$ cat src/hw/cache_dir_pkg.sv
package cache_dir_pkg;

   // replacement policy select codes
   localparam int REP_LRU       = 0;  // per-way age counters
   localparam int REP_PLRU_TREE = 1;  // binary tree of direction bits

   // field widths of the lookup words, top-level defaults follow these
   localparam int TAG_W  = 8;
   localparam int LINE_W = 3;
   localparam int WAY_W  = 2;  // way number field, sized for the default 4 ways

   typedef struct packed {
      logic [TAG_W-1:0]  tag;
      logic [LINE_W-1:0] line;  // set index
   } lookup_req_t;

   typedef struct packed {
      logic             hit;
      logic [WAY_W-1:0] way;   // hit way, or victim way on a miss
      logic             fill;  // tag was written into way
   } lookup_rsp_t;

   // one-hot to binary, OR of the indices of all set bits
   function automatic int unsigned onehot_to_bin(input logic [31:0] onehot);
      int unsigned bin;
      bin = 0;
      for (int i = 0; i < 32; i++) begin
         if (onehot[i]) begin
            bin = bin | unsigned'(i);
         end
      end
      return bin;
   endfunction

endpackage
$ cat src/hw/cache_directory.sv
`timescale 1ns/1ps

module cache_directory import cache_dir_pkg::*; #(
   parameter int N_WAYS     = 4,
   parameter int NWAYS_W    = $clog2(N_WAYS),
   parameter int NLINES_W   = cache_dir_pkg::LINE_W,
   parameter int TAG_W      = cache_dir_pkg::TAG_W,
   parameter int REP_POLICY = REP_PLRU_TREE
) (
   input  logic        clk_i,
   input  logic        rst_n_i,
   input  logic        req_i,
   input  lookup_req_t req_data_i,
   input  logic        flush_i,
   output logic        rsp_valid_o,
   output lookup_rsp_t rsp_data_o,
   output logic        busy_o
);

   lookup_req_t         req_q;
   logic                flush_start, flush_run, flush_last;
   logic [NLINES_W-1:0] flush_line;
   logic [NLINES_W-1:0] pol_line;  // policy row address
   logic                pol_we, fill_we;
   logic [N_WAYS-1:0]   way_hit, victim, access_way;
   logic [NWAYS_W-1:0]  victim_bin;

   assign pol_line = flush_run ? flush_line : NLINES_W'(req_q.line);

   cache_dir_ctrl #(.N_WAYS(N_WAYS), .NWAYS_W(NWAYS_W)) ctrl0 (
      .clk_i(clk_i), .rst_n_i(rst_n_i), .req_i(req_i), .req_data_i(req_data_i),
      .flush_i(flush_i), .flush_last_i(flush_last), .way_hit_i(way_hit),
      .victim_i(victim), .victim_bin_i(victim_bin), .req_q_o(req_q),
      .flush_start_o(flush_start), .flush_run_o(flush_run), .pol_we_o(pol_we),
      .fill_we_o(fill_we), .access_way_o(access_way), .rsp_valid_o(rsp_valid_o),
      .rsp_data_o(rsp_data_o), .busy_o(busy_o)
   );

   cache_flush_counter #(.NLINES_W(NLINES_W)) flush_cnt0 (
      .clk_i(clk_i), .rst_n_i(rst_n_i), .start_i(flush_start), .run_i(flush_run),
      .line_o(flush_line), .last_o(flush_last)
   );

   cache_tag_store #(.N_WAYS(N_WAYS), .NLINES_W(NLINES_W), .TAG_W(TAG_W)) tags0 (
      .clk_i(clk_i), .rst_n_i(rst_n_i), .req_i(req_q), .fill_we_i(fill_we),
      .fill_way_i(access_way), .clr_i(flush_run), .clr_line_i(flush_line),
      .way_hit_o(way_hit)
   );

   cache_replacement_policy #(
      .N_WAYS(N_WAYS), .NWAYS_W(NWAYS_W), .NLINES_W(NLINES_W), .REP_POLICY(REP_POLICY)
   ) rep0 (
      .clk_i(clk_i), .rst_n_i(rst_n_i), .write_en_i(pol_we), .clr_i(flush_run),
      .way_hit_i(access_way), .line_addr_i(pol_line), .way_select_o(victim),
      .way_select_bin_o(victim_bin)
   );

endmodule

$ cat src/hw/cache_dir_ctrl.sv
`timescale 1ns/1ps

module cache_dir_ctrl import cache_dir_pkg::*; #(
   parameter int N_WAYS  = 4,
   parameter int NWAYS_W = $clog2(N_WAYS)
) (
   input  logic               clk_i,
   input  logic               rst_n_i,
   input  logic               req_i,
   input  lookup_req_t        req_data_i,
   input  logic               flush_i,
   input  logic               flush_last_i,
   input  logic [N_WAYS-1:0]  way_hit_i,
   input  logic [N_WAYS-1:0]  victim_i,
   input  logic [NWAYS_W-1:0] victim_bin_i,
   output lookup_req_t        req_q_o,        // request held for the lookup cycle
   output logic               flush_start_o,
   output logic               flush_run_o,    // also the clear for both stores
   output logic               pol_we_o,
   output logic               fill_we_o,
   output logic [N_WAYS-1:0]  access_way_o,   // way touched by this lookup
   output logic               rsp_valid_o,
   output lookup_rsp_t        rsp_data_o,
   output logic               busy_o
);

   typedef enum logic [1:0] {IDLE, LOOKUP, FLUSH} state_t;

   state_t             state_q, state_d;
   logic               hit;
   logic [NWAYS_W-1:0] hit_bin;

   always_ff @(posedge clk_i or negedge rst_n_i) begin
      if (!rst_n_i) state_q <= IDLE;
      else          state_q <= state_d;
   end

   always_comb begin
      state_d = state_q;
      case (state_q)
         IDLE: begin
            if (flush_i)    state_d = FLUSH;   // flush wins over a lookup
            else if (req_i) state_d = LOOKUP;
         end
         LOOKUP: state_d = IDLE;               // single response cycle
         FLUSH: begin
            if (flush_last_i) state_d = IDLE;
         end
         default: state_d = IDLE;
      endcase
   end

   // request capture, payload only
   always_ff @(posedge clk_i) begin
      if (state_q == IDLE && req_i) req_q_o <= req_data_i;
   end

   assign hit     = |way_hit_i;
   assign hit_bin = NWAYS_W'(onehot_to_bin(32'(way_hit_i)));

   assign flush_start_o = (state_q == IDLE) & flush_i;
   assign flush_run_o   = (state_q == FLUSH);

   // on a miss the victim is both the fill target and the accessed way
   assign access_way_o = hit ? way_hit_i : victim_i;
   assign pol_we_o     = (state_q == LOOKUP);
   assign fill_we_o    = (state_q == LOOKUP) & ~hit;

   assign rsp_valid_o     = (state_q == LOOKUP);
   assign rsp_data_o.hit  = hit;
   assign rsp_data_o.way  = WAY_W'(hit ? hit_bin : victim_bin_i);
   assign rsp_data_o.fill = ~hit;
   assign busy_o          = (state_q != IDLE);

endmodule

$ cat src/hw/cache_replacement_policy.sv
`timescale 1ns/1ps

module cache_replacement_policy import cache_dir_pkg::*; #(
   parameter int N_WAYS     = 4,
   parameter int NWAYS_W    = $clog2(N_WAYS),
   parameter int NLINES_W   = 3,
   parameter int REP_POLICY = REP_PLRU_TREE
) (
   input  logic                clk_i,
   input  logic                rst_n_i,
   input  logic                write_en_i,        // update row with access vector
   input  logic                clr_i,             // flush, zero the row
   input  logic [N_WAYS-1:0]   way_hit_i,         // accessed way, one-hot
   input  logic [NLINES_W-1:0] line_addr_i,
   output logic [N_WAYS-1:0]   way_select_o,      // victim, one-hot
   output logic [NWAYS_W-1:0]  way_select_bin_o   // victim, binary
);

   if (REP_POLICY == REP_LRU) begin : g_lru
      // row holds one age per way, highest age is most recently used
      localparam int ROW_W = N_WAYS * NWAYS_W;

      logic [ROW_W-1:0]   row_q, row_d;
      logic [NWAYS_W-1:0] age [N_WAYS];  // decoded ages
      logic [NWAYS_W-1:0] hit_bin;
      logic [NWAYS_W-1:0] hit_age;       // old age of accessed way

      assign hit_bin = NWAYS_W'(onehot_to_bin(32'(way_hit_i)));
      assign hit_age = age[hit_bin];

      for (genvar w = 0; w < N_WAYS; w++) begin : g_age
         // an all-zero row is a fresh line, ages start at the way index
         assign age[w] = (|row_q) ? row_q[w*NWAYS_W +: NWAYS_W] : NWAYS_W'(w);

         // accessed way goes to the top, younger ways above it slide down one
         assign row_d[w*NWAYS_W +: NWAYS_W] =
            way_hit_i[w]       ? {NWAYS_W{1'b1}} :
            (age[w] > hit_age) ? age[w] - 1'b1   :
                                 age[w];

         assign way_select_o[w] = (age[w] == '0);  // oldest way is the victim
      end

      assign way_select_bin_o = NWAYS_W'(onehot_to_bin(32'(way_select_o)));

      cache_regfile_sp #(
         .ADDR_W(NLINES_W),
         .DATA_W(ROW_W)
      ) age_mem (
         .clk_i   (clk_i),
         .rst_n_i (rst_n_i),
         .we_i    (write_en_i | clr_i),
         .clr_i   (clr_i),
         .addr_i  (line_addr_i),
         .w_data_i(row_d),
         .r_data_o(row_q)
      );

   end else begin : g_plru_tree
      // heap numbering, node 1 is the root, node n has children 2n and 2n+1
      // leaves N_WAYS..2*N_WAYS-1 map to ways 0..N_WAYS-1
      // node bit 0 points left, 1 points right
      logic [N_WAYS-1:1]  tree_q, tree_d;
      logic [NWAYS_W-1:0] acc_bin;

      assign acc_bin = NWAYS_W'(onehot_to_bin(32'(way_hit_i)));

      always_comb begin : victim_walk
         int node;
         node = 1;
         for (int l = 0; l < NWAYS_W; l++) begin
            node = 2 * node + int'(tree_q[node]);  // follow the pointer down
         end
         way_select_bin_o = NWAYS_W'(node - N_WAYS);
      end

      assign way_select_o = N_WAYS'(1) << way_select_bin_o;

      always_comb begin : path_update
         int node;
         tree_d = tree_q;
         node   = N_WAYS + int'(acc_bin);  // leaf of accessed way
         for (int l = 0; l < NWAYS_W; l++) begin
            tree_d[node / 2] = ~node[0];  // came from the left, so point right
            node = node / 2;
         end
      end

      cache_regfile_sp #(
         .ADDR_W(NLINES_W),
         .DATA_W(N_WAYS - 1)
      ) tree_mem (
         .clk_i   (clk_i),
         .rst_n_i (rst_n_i),
         .we_i    (write_en_i | clr_i),
         .clr_i   (clr_i),
         .addr_i  (line_addr_i),
         .w_data_i(tree_d),
         .r_data_o(tree_q)
      );
   end

endmodule

$ cat src/hw/cache_tag_store.sv
`timescale 1ns/1ps

module cache_tag_store import cache_dir_pkg::*; #(
   parameter int N_WAYS   = 4,
   parameter int NLINES_W = 3,
   parameter int TAG_W    = 8
) (
   input  logic                clk_i,
   input  logic                rst_n_i,
   input  lookup_req_t         req_i,       // registered lookup
   input  logic                fill_we_i,   // miss, write tag into selected way
   input  logic [N_WAYS-1:0]   fill_way_i,  // one-hot
   input  logic                clr_i,       // flush sweep active
   input  logic [NLINES_W-1:0] clr_line_i,  // sweep line
   output logic [N_WAYS-1:0]   way_hit_o
);

   logic [NLINES_W-1:0] line;
   logic [TAG_W-1:0]    req_tag;

   assign line    = clr_i ? clr_line_i : NLINES_W'(req_i.line);  // sweep owns the address
   assign req_tag = TAG_W'(req_i.tag);

   for (genvar w = 0; w < N_WAYS; w++) begin : g_way
      logic [TAG_W-1:0] tag_q;
      logic             valid_q;
      logic             fill;

      assign fill = fill_we_i & fill_way_i[w];

      cache_regfile_sp #(
         .ADDR_W(NLINES_W),
         .DATA_W(TAG_W)
      ) tag_mem (
         .clk_i   (clk_i),
         .rst_n_i (rst_n_i),
         .we_i    (fill),
         .clr_i   (1'b0),  // tags are never cleared, valid bit guards them
         .addr_i  (line),
         .w_data_i(req_tag),
         .r_data_o(tag_q)
      );

      cache_regfile_sp #(
         .ADDR_W(NLINES_W),
         .DATA_W(1)
      ) valid_mem (
         .clk_i   (clk_i),
         .rst_n_i (rst_n_i),
         .we_i    (fill | clr_i),
         .clr_i   (clr_i),
         .addr_i  (line),
         .w_data_i(1'b1),  // fill marks valid
         .r_data_o(valid_q)
      );

      assign way_hit_o[w] = valid_q & (tag_q == req_tag);
   end

endmodule

$ cat src/hw/cache_flush_counter.sv
`timescale 1ns/1ps

module cache_flush_counter #(
   parameter int NLINES_W = 3
) (
   input  logic                clk_i,
   input  logic                rst_n_i,
   input  logic                start_i,  // load line zero
   input  logic                run_i,    // step one line per cycle
   output logic [NLINES_W-1:0] line_o,
   output logic                last_o
);

   always_ff @(posedge clk_i or negedge rst_n_i) begin
      if (!rst_n_i) begin
         line_o <= '0;
      end else if (start_i) begin
         line_o <= '0;
      end else if (run_i) begin
         line_o <= line_o + 1'b1;  // wraps back to zero after the last line
      end
   end

   assign last_o = &line_o;  // final line of the sweep

endmodule

$ cat src/hw/cache_regfile_sp.sv
`timescale 1ns/1ps

module cache_regfile_sp #(
   parameter int ADDR_W = 3,
   parameter int DATA_W = 8
) (
   input  logic              clk_i,
   input  logic              rst_n_i,
   input  logic              we_i,
   input  logic              clr_i,     // store zeros instead of w_data_i
   input  logic [ADDR_W-1:0] addr_i,
   input  logic [DATA_W-1:0] w_data_i,
   output logic [DATA_W-1:0] r_data_o
);

   logic [DATA_W-1:0] mem [2**ADDR_W];  // one row per line

   always_ff @(posedge clk_i or negedge rst_n_i) begin
      if (!rst_n_i) begin
         for (int i = 0; i < 2**ADDR_W; i++) begin
            mem[i] <= '0;  // whole array comes up empty
         end
      end else if (we_i) begin
         mem[addr_i] <= clr_i ? '0 : w_data_i;
      end
   end

   // read is combinational, same cycle as the address
   assign r_data_o = mem[addr_i];

endmodule

$ cat config.mk
export PLATFORM = sky130hd
export DESIGN_NAME = cache_directory
export DESIGN_NICKNAME = d
export VERILOG_FILES = /design/src/hw/cache_dir_pkg.sv /design/src/hw/cache_directory.sv /design/src/hw/cache_dir_ctrl.sv /design/src/hw/cache_replacement_policy.sv /design/src/hw/cache_tag_store.sv /design/src/hw/cache_flush_counter.sv /design/src/hw/cache_regfile_sp.sv
export SDC_FILE = /design/constraint.sdc
export NUM_CORES = 1
export LEC_CHECK = 0
export BUFFER_PORTS_ARGS = -buffer_cell sky130_fd_sc_hd__buf_2
export CAP_MARGIN = 20
export CORE_MARGIN = 3
export CORE_UTILIZATION = 25
export DETAILED_ROUTE_END_ITERATION = 10
export GPL_TIMING_DRIVEN = 1
export PLACE_DENSITY = 0.45
export SYNTH_ARGS = -nofsm -noshare
export SYNTH_HDL_FRONTEND = slang
export SYNTH_SLANG_ARGS = --single-unit
export TNS_END_PERCENT = 5
$ cat constraint.sdc
create_clock -name clk_i -period 8.28 [get_ports clk_i]
set_input_delay 0 -clock clk_i [delete_from_list [all_inputs] [get_ports clk_i]]
set_output_delay 0 -clock clk_i [all_outputs]
set_load 0.005 [all_outputs]
* After elaboration in Yosys (flattened, before gate mapping)
Index checks and enable logic that the tools add are counted.
** Operators by class
- Add/sub/neg operators :: 7
- $lt $le $gt $ge :: 7
- Equal/unequal tests :: 8
- Shift-type cells :: 1
- Mux-type cells :: 68
- Bitwise operators :: 21
- Reduce and logical (&&, ||, !) cells :: 10
** Operators by type and width (number)
- 64-bit bitwise mux :: 4
- 8-bit binary-select mux with 3-bit select :: 4
- 8-bit two-way mux :: 9
- 32-bit by 1-bit adder with 32-bit output :: 2
- 32-bit by 1-bit >= comparator with 1-bit output (second input constant) :: 2
- 32-bit by 4-bit less-than comparator with 1-bit output (second input constant) :: 2
- 8-bit bitwise mux :: 4
- 8-bit equality test :: 4
- 24-bit bitwise mux :: 1
- 8-bit demux with 3-bit select :: 1
- 3-bit two-way mux :: 7
- 1-bit two-way mux :: 16
- 2-bit two-way mux :: 8
- 1-bit binary-select mux with 3-bit select :: 4
- 1-bit AND :: 11
- 3-bit binary-select mux with 3-bit select :: 1
- 3-bit demux with 3-bit select :: 1
- 3-bit bitwise mux :: 2
- 1-bit bitwise OR :: 5
- 3-bit by 2-bit adder with 4-bit output (first input constant) :: 1
- 1-bit demux with 2-bit select :: 2
- 4-bit >= comparator (second input constant) :: 1
- 1-bit logical AND :: 4
- 4-bit by 1-bit less-than comparator with 1-bit output (second input constant) :: 1
- 22 further kinds :: 25
** Storage, ports and cells
- Flip-flop bits (word level) :: 328
- Output and inout port bits :: 6

* Longest topological paths before layout
Gate-level depths: netlist of the first run.
- Depth in word-level cells :: 29
- Gate-level depth with buffers :: 18

* Modules after synthesis
A second synthesis of the first run with hierarchy kept.
** Unflattened totals
- Cell total of the unflattened synthesis :: 1520
- Area, all modules :: 16231.8 µm²
** By module, submodules not included
- cache_regfile_sp at tags0.g_way[0].tag_mem ... :: times used 4, cells an instance 292, area an instance 2964.1 µm², sequential area each 1601.5 µm²
- cache_regfile_sp at tags0.g_way[0].valid_mem ... :: times used 4, cells an instance 31, area an instance 455.4 µm², sequential area each 200.2 µm²
- cache_regfile_sp at rep0.g_plru_tree.tree_mem :: times used 1, cells an instance 94, area an instance 1194.9 µm², sequential area each 600.6 µm²
- cache_tag_store :: times used 1, cells an instance 69, area an instance 558.0 µm², sequential area each 0.0 µm²
- cache_dir_ctrl :: times used 1, cells an instance 39, area an instance 555.5 µm², sequential area each 380.4 µm²
- cache_flush_counter :: times used 1, cells an instance 11, area an instance 140.1 µm², sequential area each 75.1 µm²
- cache_replacement_policy :: times used 1, cells an instance 12, area an instance 71.3 µm², sequential area each 0.0 µm²
- cache_directory :: times used 1, cells an instance 3, area an instance 33.8 µm², sequential area each 0.0 µm²

* Worst setup path before layout of the first run
OpenSTA, ideal clock, no wires.
- Kind :: register -> register
- From :: register ctrl0.state_q[0]
- To :: register tags0.g_way[3].tag_mem.mem[10] in the netlist's numbering
- Library setup time :: 0.125 ns
- Arrival time :: 3.760 ns
- Required time :: 8.155 ns
- Setup slack :: 4.395 ns
- Cell stages (with the launch flop) :: 18
- Period minus slack after synthesis :: 3.885 ns
- Cells stage by stage :: dfrtp_1 inv_1 ha_1 buf_4 or3_1 buf_2 and2_1 buf_2 buf_2 buf_4 o22ai_1 nor2_1 mux2i_1 nand3_1 a2bb2o_4 nor4_4 nor3b_4 mux2_4
** On the way
- Cells in the longest elaborated chain, start to end :: 15
- Elaborated cells between the ends (all ways) :: 57
** RTL lines
- start, declared :: line cache_dir_ctrl.sv:29 : state_t state_q, state_d;
- start signal, assigned :: line cache_dir_ctrl.sv:35 : else state_q <= state_d;
- 2-bit equality test :: line cache_dir_ctrl.sv:62 : assign flush_run_o = (state_q == FLUSH);
- 3-bit two-way mux :: line cache_directory.sv:28, cache_tag_store.sv:21
- 3-bit inverter with 4-bit output :: line cache_regfile_sp.sv:24, cache_regfile_sp.sv:29
- 3-bit binary-select mux with 3-bit select :: line cache_regfile_sp.sv:29 : assign r_data_o = mem[addr_i];
- 3-bit two-way mux (implied by the code) (2 in a row) :: line cache_regfile_sp.sv:29
- 2-bit by 1-bit adder with 3-bit output :: line cache_replacement_policy.sv:72 : node = 2 * node + int'(tree_q[node]);
- 1-bit binary-select mux with 2-bit select :: line cache_replacement_policy.sv:72
- 1-bit two-way mux (implied by the code) (2 in a row) :: line cache_replacement_policy.sv:72
- 2-bit adder :: line cache_replacement_policy.sv:72
- 2-bit by 1-bit subtractor with 2-bit output :: line cache_replacement_policy.sv:74 : way_select_bin_o = NWAYS_W'(node - N_WAYS);
- 1-bit by 2-bit << shifter with 4-bit output :: line cache_replacement_policy.sv:77 : assign way_select_o = N_WAYS'(1) << way_select_bin_o;
- 4-bit two-way mux :: line cache_dir_ctrl.sv:65 : assign access_way_o = hit ? way_hit_i : victim_i;
- 1-bit AND :: line cache_tag_store.sv:29 : assign fill = fill_we_i & fill_way_i[w];
- end signal, assigned by index :: line cache_regfile_sp.sv:24 : mem[addr_i] <= clr_i ? '0 : w_data_i;
- end, declared :: line cache_regfile_sp.sv:16 : logic [DATA_W-1:0] mem [2**ADDR_W];
Parallel ways exist; a longest one is shown, timed or not. The select of a mux whose other input is x is not followed.
A chain may end at the register's enable or synchronous reset.

* Final worst setup path of the first run
- From :: register ctrl0.state_q[0]
- To :: register tags0.g_way[2].tag_mem.mem[24] in the netlist's numbering
** On the way
- Cells in the longest elaborated chain, start to end :: 15
- Elaborated cells between the ends (all ways) :: 57
** RTL lines (line)
- 2-bit equality test :: cache_dir_ctrl.sv:62
- 3-bit two-way mux :: cache_directory.sv:28, cache_tag_store.sv:21
- 3-bit inverter with 4-bit output :: cache_regfile_sp.sv:24, cache_regfile_sp.sv:29
- 3-bit binary-select mux with 3-bit select :: cache_regfile_sp.sv:29
- 3-bit two-way mux (implied by the code) (2 in a row) :: cache_regfile_sp.sv:29
- 2-bit by 1-bit adder with 3-bit output :: cache_replacement_policy.sv:72
- 1-bit binary-select mux with 2-bit select :: cache_replacement_policy.sv:72
- 1-bit two-way mux (implied by the code) (2 in a row) :: cache_replacement_policy.sv:72
- 2-bit adder :: cache_replacement_policy.sv:72
- 2-bit by 1-bit subtractor with 2-bit output :: cache_replacement_policy.sv:74
- 1-bit by 2-bit << shifter with 4-bit output :: cache_replacement_policy.sv:77
- 4-bit two-way mux :: cache_dir_ctrl.sv:65
- 1-bit AND :: cache_tag_store.sv:29
- end signal, assigned by index :: cache_regfile_sp.sv:24
- end, declared :: cache_regfile_sp.sv:16
Parallel ways exist; a longest one is shown, timed or not. The select of a mux whose other input is x is not followed.

==> results of run 1 <==
-- metal layers --
layer	up-vias	track usage, %	wire length, um
met3	88	1.98	1860
li1	4824	-	-
met1	5657	19.2	21900
met2	202	23.4	22400
met5	-	0	0
met4	0	5.61	1570
-- final timing paths --
| check | to | slack [ns] | cells after the start |
|---|---|---|---|
| max | tags0.g_way[2].tag_mem.mem[24] | 2.48 | 15 |
| min | tags0.g_way[3].tag_mem.mem[4] | 0.16 | 2 |
| max reg2reg | tags0.g_way[2].tag_mem.mem[24] | 2.48 | 15 |
| min reg2reg | rep0.g_plru_tree.tree_mem.mem[17] | 0.48 | 2 |
| max in group asynchronous | tags0.g_way[1].tag_mem.mem[11] | 6.57 | 3 |
| min in group clk_i | ctrl0.req_q_o[7] | 0.16 | 2 |
-- critical path, cell delays in order, from the launching register on --
cell                      delay (ns)
sky130_fd_sc_hd__dfrtp_1        0.38
sky130_fd_sc_hd__inv_1          0.11
sky130_fd_sc_hd__ha_1           0.16
sky130_fd_sc_hd__buf_4          0.39
sky130_fd_sc_hd__or3b_2         0.70
sky130_fd_sc_hd__nand2_1        0.78
sky130_fd_sc_hd__buf_4          0.44
sky130_fd_sc_hd__a32oi_1        0.18
sky130_fd_sc_hd__and3_1         0.20
sky130_fd_sc_hd__o32a_1         0.18
sky130_fd_sc_hd__nand4_1        0.20
sky130_fd_sc_hd__o22ai_4        0.18
sky130_fd_sc_hd__nor2_1         0.36
sky130_fd_sc_hd__inv_2          0.17
sky130_fd_sc_hd__nor4_4         0.80
sky130_fd_sc_hd__mux2_2         0.41
-- area by class of cell --
cell class	instances	area, sq um
sequential	328	8260
tap	837	1050
clock inverter	3	18.8
fill	6453	44100
multi-input combinational	874	6940
inverter	14	52.6
timing repair buffer	66	520
clock buffer	65	1220
-- power by group through the flow --
stage / logic (mW) / registers (mW) / clock network [mW]
finish: 2.61 / 2.52 / 1.68
global placement: 2.58 / 2.53 / 0
detailed placement: 2.61 / 2.54 / 0
global route: 2.83 / 2.59 / 1.79
floorplan: 1.88 / 2.42 / 0
CTS: 2.62 / 2.52 / 1.73
-- flip-flops by register name (all words and copies together), names as in the netlist --
register / cells
ctrl0.req_q_o: 11
ctrl0.state_q: 2
flush_cnt0.line_o: 3
rep0.g_plru_tree.tree_mem.mem: 24
tags0.g_way.tag_mem.mem: 256
tags0.g_way.valid_mem.mem: 32
-- logic make-up after synthesis --
| kind of cell | after synthesis | synth area share (%) |
|---|---|---|
| multiplexers | 302 | 21.4 |
| flip-flops | 328 | 52.3 |
| buffers and inverters | 130 | 3.88 |
| adder cells (fa/ha/maj) | 5 | 0.396 |
| AO/OA/AOI/OAI | 219 | 10.3 |
| AND/OR/NAND/NOR | 330 | 10.8 |
| XOR/XNOR | 18 | 0.998 |
-- stage by stage --
step | setup WS [ns] | std cells | area [sq um] | total power [mW] | hold slack [ns]
global route | 2.29 | 2187 | 18100 | 7.21 | 0.159
finish | 2.48 | 2187 | 18100 | 6.80 | 0.157
floorplan | 4.39 | 1332 | 15800 | 4.31 | -0.296
detailed placement | 2.48 | 2104 | 16700 | 5.15 | 0.181
global placement | 2.29 | 2103 | 16700 | 5.11 | 0.178
CTS | 2.44 | 2186 | 18000 | 6.87 | 0.134
-- cell usage in the layout, fill, tap and decap left out, types with 13 or more instances in the layout --
cell type and count:
sky130_fd_sc_hd__nand2_1 167, sky130_fd_sc_hd__buf_2 20, sky130_fd_sc_hd__dfrtp_1 317, sky130_fd_sc_hd__dlygate4sd3_1 14, sky130_fd_sc_hd__a21oi_1 25, sky130_fd_sc_hd__a22oi_1 18, sky130_fd_sc_hd__o21ai_0 27, sky130_fd_sc_hd__clkbuf_1 15
sky130_fd_sc_hd__mux2_2 252, sky130_fd_sc_hd__clkbuf_16 42, sky130_fd_sc_hd__nand3_1 46, sky130_fd_sc_hd__buf_4 29, sky130_fd_sc_hd__nor3_1 15, sky130_fd_sc_hd__nor2_1 18, sky130_fd_sc_hd__a32o_1 13, sky130_fd_sc_hd__a32oi_1 14
sky130_fd_sc_hd__o31ai_1 16, sky130_fd_sc_hd__mux2i_1 40, sky130_fd_sc_hd__inv_1 13, sky130_fd_sc_hd__o22ai_1 31, sky130_fd_sc_hd__and3_1 22, sky130_fd_sc_hd__o21a_1 25
==> out/summary.log, run 1 <==
qor: die.io_pins 21
qor: yosys.ys_warnings 0
qor: clocking.clock_latency 0.56 ns
qor: die.initial_utilization 25.4%
qor: clocking.root_buffer_cell sky130_fd_sc_hd__clkbuf_16
qor: place.gp_routability_congestion 0.741
qor: job.drv_cap 0
qor: yosys.post_synth_main_area_contributors sky130_fd_sc_hd__dfrtp_1, sky130_fd_sc_hd__mux2_2, sky130_fd_sc_hd__nand2_1
qor: die.floorplan.die.height 257 um
qor: sta.finClkSkew 0.0271 ns
qor: sta.relative_slew_slack 26.7%
qor: worst_setup_path.crit_path_start ctrl0.state_q[0]
qor: yosys.asyncSetResetFlopFracSynth 96.6%
qor: detailed_routing.route.antenna.remaining_nets 0
qor: yosys.post-synth-top-count-cell sky130_fd_sc_hd__dfrtp_1
qor: yosys.synth_seq_cells 328
qor: global_route.grt_pass1_vias 11200
qor: yosys.synthCells 1332
qor: power.clkPwrFrac 24.6%
qor: die.core_region_area 62200 sq um
qor: detailed_routing.vias 10800
qor: yosys.netlist-cell-type-count 69
qor: sta.timing_worst_slew_pin_value 1.10 ns
qor: detailed_routing.first_pass_iters 5
qor: power.power.combinational.fraction 38.3%
qor: clocking.cts_tree yes
qor: clocking.cts.path.max_buffers 3
qor: power.netSwitchingFraction 37.5%
qor: final_layout.postLayoutCoreUtil 29.1%
qor: worst_setup_path.worstPathArrival 6.23 ns
qor: worst_setup_path.cp-end-kind flop
qor: clocking.cts_htree_levels 2
qor: clocking.cts_buffers 40
qor: yosys.mean_syn_cell_area 11.9 sq um
qor: die.die_area 66300 sq um
qor: clocking.cts_post_setup_buffers_inserted 0
qor: global_route.global_route_wire_length_before_repair 72500 um
qor: global_route.track_usage 14.3%
qor: detailed_routing.drt_wl_cell 21.8 um
qor: power.switchingPower 2.55 mW
qor: final_layout.num_antenna_cells 0
qor: detailed_routing.remaining_drc_errors 0
qor: global_route.grt_max_degree 121
qor: power.pwr_density_cell 377 nW/um^2
qor: worst_setup_path.critical_path_peak_fanout 39
qor: power.power.sequential.fraction 37.1%
qor: worst_setup_path.timing.setup.critical_path_class flop to flop
qor: sta.finalHoldViolCount 0
qor: worst_setup_path.critPathLaunchType flop
qor: place.place.port_buffers 20
qor: die.std_cell_rows 91
qor: final_layout.nNetsFinal 1344
qor: sta.rsz0062_at_grt false
qor: detailed_routing.via_per_inst 4.93
qor: sta.drv_slew 0
qor: yosys.synth-main-ff-cell sky130_fd_sc_hd__dfrtp_1
qor: worst_setup_path.critical_path_required 8.71 ns
qor: yosys.count_of_flip_flops_with_a_built_in_enable_after_synthesis 11
qor: sta.finalSetupViolations 0
qor: yosys.synth_nets 1352
qor: sta.fmax 172 MHz
qor: global_route.number_of_antenna_violations_at_the_first_check_in_global_routing 1
qor: yosys.synth.cell_area 15800 sq um
qor: yosys.synthTopCellsByCount sky130_fd_sc_hd__dfrtp_1, sky130_fd_sc_hd__mux2_2, sky130_fd_sc_hd__nand2_1, sky130_fd_sc_hd__buf_2, sky130_fd_sc_hd__nand3_1
qor: power.cell_internal_pwr 4.25 mW
qor: sta.timing.final.crit_period 5.80 ns
qor: die.die_width 257 um
qor: global_route.global_route.overflow_total 0
qor: sta.setup_total_negative_slack 0 ns
qor: clocking.clock-sinks 328
qor: detailed_routing.wl 47700 um
qor: final_layout.area_growth_syn_to_layout 14.3%
qor: clocking.cts-hold-fix-buffers 14
qor: yosys.synth_seq_area_share 52.3%
qor: detailed_routing.drtIter0Drc 745
qor: clocking.worst_setup_hold_path_clk_slew 0.06 ns
qor: yosys.synth.top_cell.area_share 50.2%
qor: sta.post-route-period-util 70.1%
qor: worst_setup_path.worstReg2RegStart ctrl0.state_q[0]
qor: place.dp_hpwl 29300 um
qor: power.leakagePower 8.02 nW
qor: final_layout.post_route_cells_drive_above_1_share 28.9%
qor: yosys.yosys.area.top_type sky130_fd_sc_hd__dfrtp_1
qor: run_status.status finished, final reports clean
qor: clocking.post_cts.resized_instances 0
qor: min_path.holdCritPathClass primary input to asynchronous set/reset pin
qor: power.vdd_ir_drop_max 0.156 mV
Note: power is estimated with default switching activity, not from simulation.
==> run 2, diff against run 1 <==
==> constraint.sdc (replaced) <==
create_clock -name clk_i -period 5.8 [get_ports clk_i]
set_input_delay 0 -clock clk_i [delete_from_list [all_inputs] [get_ports clk_i]]
set_output_delay 0 -clock clk_i [all_outputs]
set_load 0.005 [all_outputs]
==> out/summary.log, run 2 (same netlist as run 1, synthesis figures left out) <==
qor: die.std_cell_rows 91 [unchanged]
qor: sta.timing.final.crit_period 5.30 ns [was 5.80 ns]
qor: die.die_area 66300 sq um [unchanged]
qor: worst_setup_path.crit_path_start ctrl0.state_q[0] [unchanged]
qor: final_layout.nNetsFinal 1383 [was 1344]
qor: worst_setup_path.worstPathArrival 5.74 ns [was 6.23 ns]
qor: worst_setup_path.worst_path_max_delay_cell sky130_fd_sc_hd__mux2_4 [was sky130_fd_sc_hd__nor4_4]
qor: final_layout.post_route_cells_drive_above_1_share 31.4% [was 28.9%]
qor: final_layout.postLayoutCoreUtil 29.8% [was 29.1%]
qor: detailed_routing.first_pass_iters 7 [was 5]
qor: sta.finClkSkew 0.0124 ns [was 0.0271 ns]
qor: worst_setup_path.critical_path_required 6.24 ns [was 8.71 ns]
qor: detailed_routing.via_per_inst 4.89 [was 4.93]
qor: run_status.status finished, final reports clean [unchanged]
qor: worst_setup_path.cp-end-kind flop [unchanged]
qor: die.initial_utilization 25.4% [unchanged]
qor: power.pwr_density_cell 546 nW/um^2 [was 377 nW/um^2]
qor: clocking.clock_latency 0.56 ns [about the same]
qor: detailed_routing.vias 10900 [was 10800]
qor: clocking.cts_tree yes [unchanged]
qor: clocking.root_buffer_cell sky130_fd_sc_hd__clkbuf_16 [unchanged]
qor: global_route.number_of_antenna_violations_at_the_first_check_in_global_routing 1 [unchanged]
qor: sta.post-route-period-util 91.4% [was 70.1%]
qor: clocking.clock-sinks 328 [unchanged]
qor: sta.finalSetupViolations 0 [unchanged]
qor: sta.finalHoldViolCount 0 [unchanged]
qor: power.vdd_ir_drop_max 0.216 mV [was 0.156 mV]
qor: detailed_routing.wl 48400 um [was 47700 um]
qor: global_route.grt_pass1_vias 11400 [was 11200]
qor: worst_setup_path.worstReg2RegStart ctrl0.state_q[0] [unchanged]
qor: sta.fmax 189 MHz [was 172 MHz]
qor: final_layout.area_growth_syn_to_layout 17.4% [was 14.3%]
qor: clocking.worst_setup_hold_path_clk_slew 0.06 ns [about the same]
qor: die.floorplan.die.height 257 um [unchanged]
qor: die.io_pins 21 [unchanged]
qor: power.fin_total_pwr 10.1 mW [was 6.80 mW]
qor: final_layout.top_regs tags0.g_way.tag_mem.mem x256, tags0.g_way.valid_mem.mem x32, rep0.g_plru_tree.tree_mem.mem x24 [unchanged]
qor: die.die_width 257 um [unchanged]
qor: power.leakagePower 8.30 nW [was 8.02 nW]
qor: worst_setup_path.critPathLaunchType flop [unchanged]
qor: job.drv_cap 0 [unchanged]
qor: clocking.cts.path.max_buffers 3 [unchanged]
qor: worst_setup_path.worst_path_largest_cell_delay 0.82 ns [was 0.80 ns]
qor: sta.timing_worst_slew_pin_value 1.08 ns [was 1.10 ns]
qor: sta.relative_slew_slack 26.0% [was 26.7%]
qor: detailed_routing.drt_wl_cell 21.7 um [was 21.8 um]
qor: place.gp_routability_congestion 0.793 [was 0.741]
qor: global_route.grt_max_degree 139 [was 121]
qor: worst_setup_path.critical_path.cell_chain inv_1, ha_1, mux2_4, buf_4, mux2i_1, a221oi_1, xnor2_1, nand3_1, a2bb2o_4, nor3_2, and3_1, mux2_2 [was inv_1, ha_1, buf_4, or3b_2, nand2_1, buf_4, a32oi_1, and3_1, o32a_1, nand4_1, o22ai_4, nor2_1, inv_2, nor4_4, mux2_2]
qor: global_route.global_route.overflow_total 0 [unchanged]
qor: detailed_routing.drtIter0Drc 695 [was 745]
qor: min_path.holdCritPathClass primary input to asynchronous set/reset pin [unchanged]
qor: sta.rsz0062_at_grt false [unchanged]
qor: detailed_routing.remaining_drc_errors 0 [unchanged]
qor: die.core_region_area 62200 sq um [unchanged]
qor: final_layout.layout.cells.most_common sky130_fd_sc_hd__dfrtp_1 [unchanged]
qor: worst_setup_path.timing.critical_path.max_delay_family simple AND/OR/NAND/NOR gates [unchanged]
qor: sta.drv_slew 0 [unchanged]
qor: place.dp_hpwl 31200 um [was 29300 um]
qor: global_route.track_usage 14.6% [was 14.3%]
qor: final_layout.largest_register tags0.g_way.tag_mem.mem [unchanged]
qor: sta.final_critical_path_setup_slack 0.496 ns [was 2.48 ns]
qor: worst_setup_path.critical_path_peak_fanout 50 [was 39]
qor: place.place_worst_setup_slack 0.383 ns [was 2.48 ns]
qor: sta.setup_total_negative_slack 0 ns [unchanged]
qor: global_route.global_route_wire_length_before_repair 74000 um [was 72500 um]
qor: final_layout.layout.cells.most_common_list sky130_fd_sc_hd__dfrtp_1, sky130_fd_sc_hd__mux2_2, sky130_fd_sc_hd__nand2_1, sky130_fd_sc_hd__buf_4, sky130_fd_sc_hd__nand3_1 [was sky130_fd_sc_hd__dfrtp_1, sky130_fd_sc_hd__mux2_2, sky130_fd_sc_hd__nand2_1, sky130_fd_sc_hd__nand3_1, sky130_fd_sc_hd__clkbuf_16]
qor: final_layout.num_antenna_cells 0 [unchanged]
qor: final_layout.largest_register_ff_count 256 [unchanged]
qor: clocking.cts_htree_levels 2 [unchanged]
qor: clocking.cts_post_setup_buffers_inserted 0 [unchanged]
qor: sta.hold_ws 0.0328 ns [was 0.157 ns]
qor: clocking.cts_buffers 40 [unchanged]
qor: worst_setup_path.timing.setup.critical_path_class flop to flop [unchanged]
qor: place.place.port_buffers 20 [unchanged]
qor: worst_setup_path.cp.buffers_inverters 2 [was 4]
qor: detailed_routing.route.antenna.remaining_nets 0 [unchanged]
[run 2: timing repair]
item,CTS,global route
gates resized for setup,0,0
hold buffers,14,0
endpoints found under the hold margin,127,0
[run 2: stage by stage]
step	std cells	area, sq um
global placement	2144	17000
finish	2229	18500
floorplan	1332	15800
CTS	2229	18500
detailed placement	2144	17000
global route	2229	18500
[run 2: worst paths after layout]
| check | slack [ns] | to | cells after the start |
|---|---|---|---|
| max in group asynchronous | 4.25 | tags0.g_way[0].tag_mem.mem[60] | 3 |
| min reg2reg | 0.48 | rep0.g_plru_tree.tree_mem.mem[14] | 2 |
| min in group clk_i | 0.15 | ctrl0.req_q_o[9] | 2 |
| max | 0.50 | tags0.g_way[0].tag_mem.mem[29] | 12 |
| min | 0.03 | tags0.g_way[3].tag_mem.mem[42] | 2 |
| max reg2reg | 0.50 | tags0.g_way[0].tag_mem.mem[29] | 12 |
[run 2: area by class of cell]
type	instances	area, sq um
Clock buffer	59	1170
Clock inverter	12	199
Fill cell	6424	43600
Inverter	14	52.6
Multi-Input combinational cell	874	6940
Sequential cell	328	8260
Tap cell	837	1050
Timing Repair Buffer	105	871
[run 2: where the power goes]
group	internal, mW	total [mW]	switching (mW)
Sequential	3.13	3.63	0.501
Combinational	1.65	3.86	2.21
Clock	1.62	2.63	1.01
[run 2: metal layers]
metal	up-vias	track usage [%]	routed length (um)
li1	4891	-	-
met1	5696	19.9	22500
met2	238	23.4	22300
met3	79	2.37	2040
met4	0	5.51	1550
met5	-	0	0
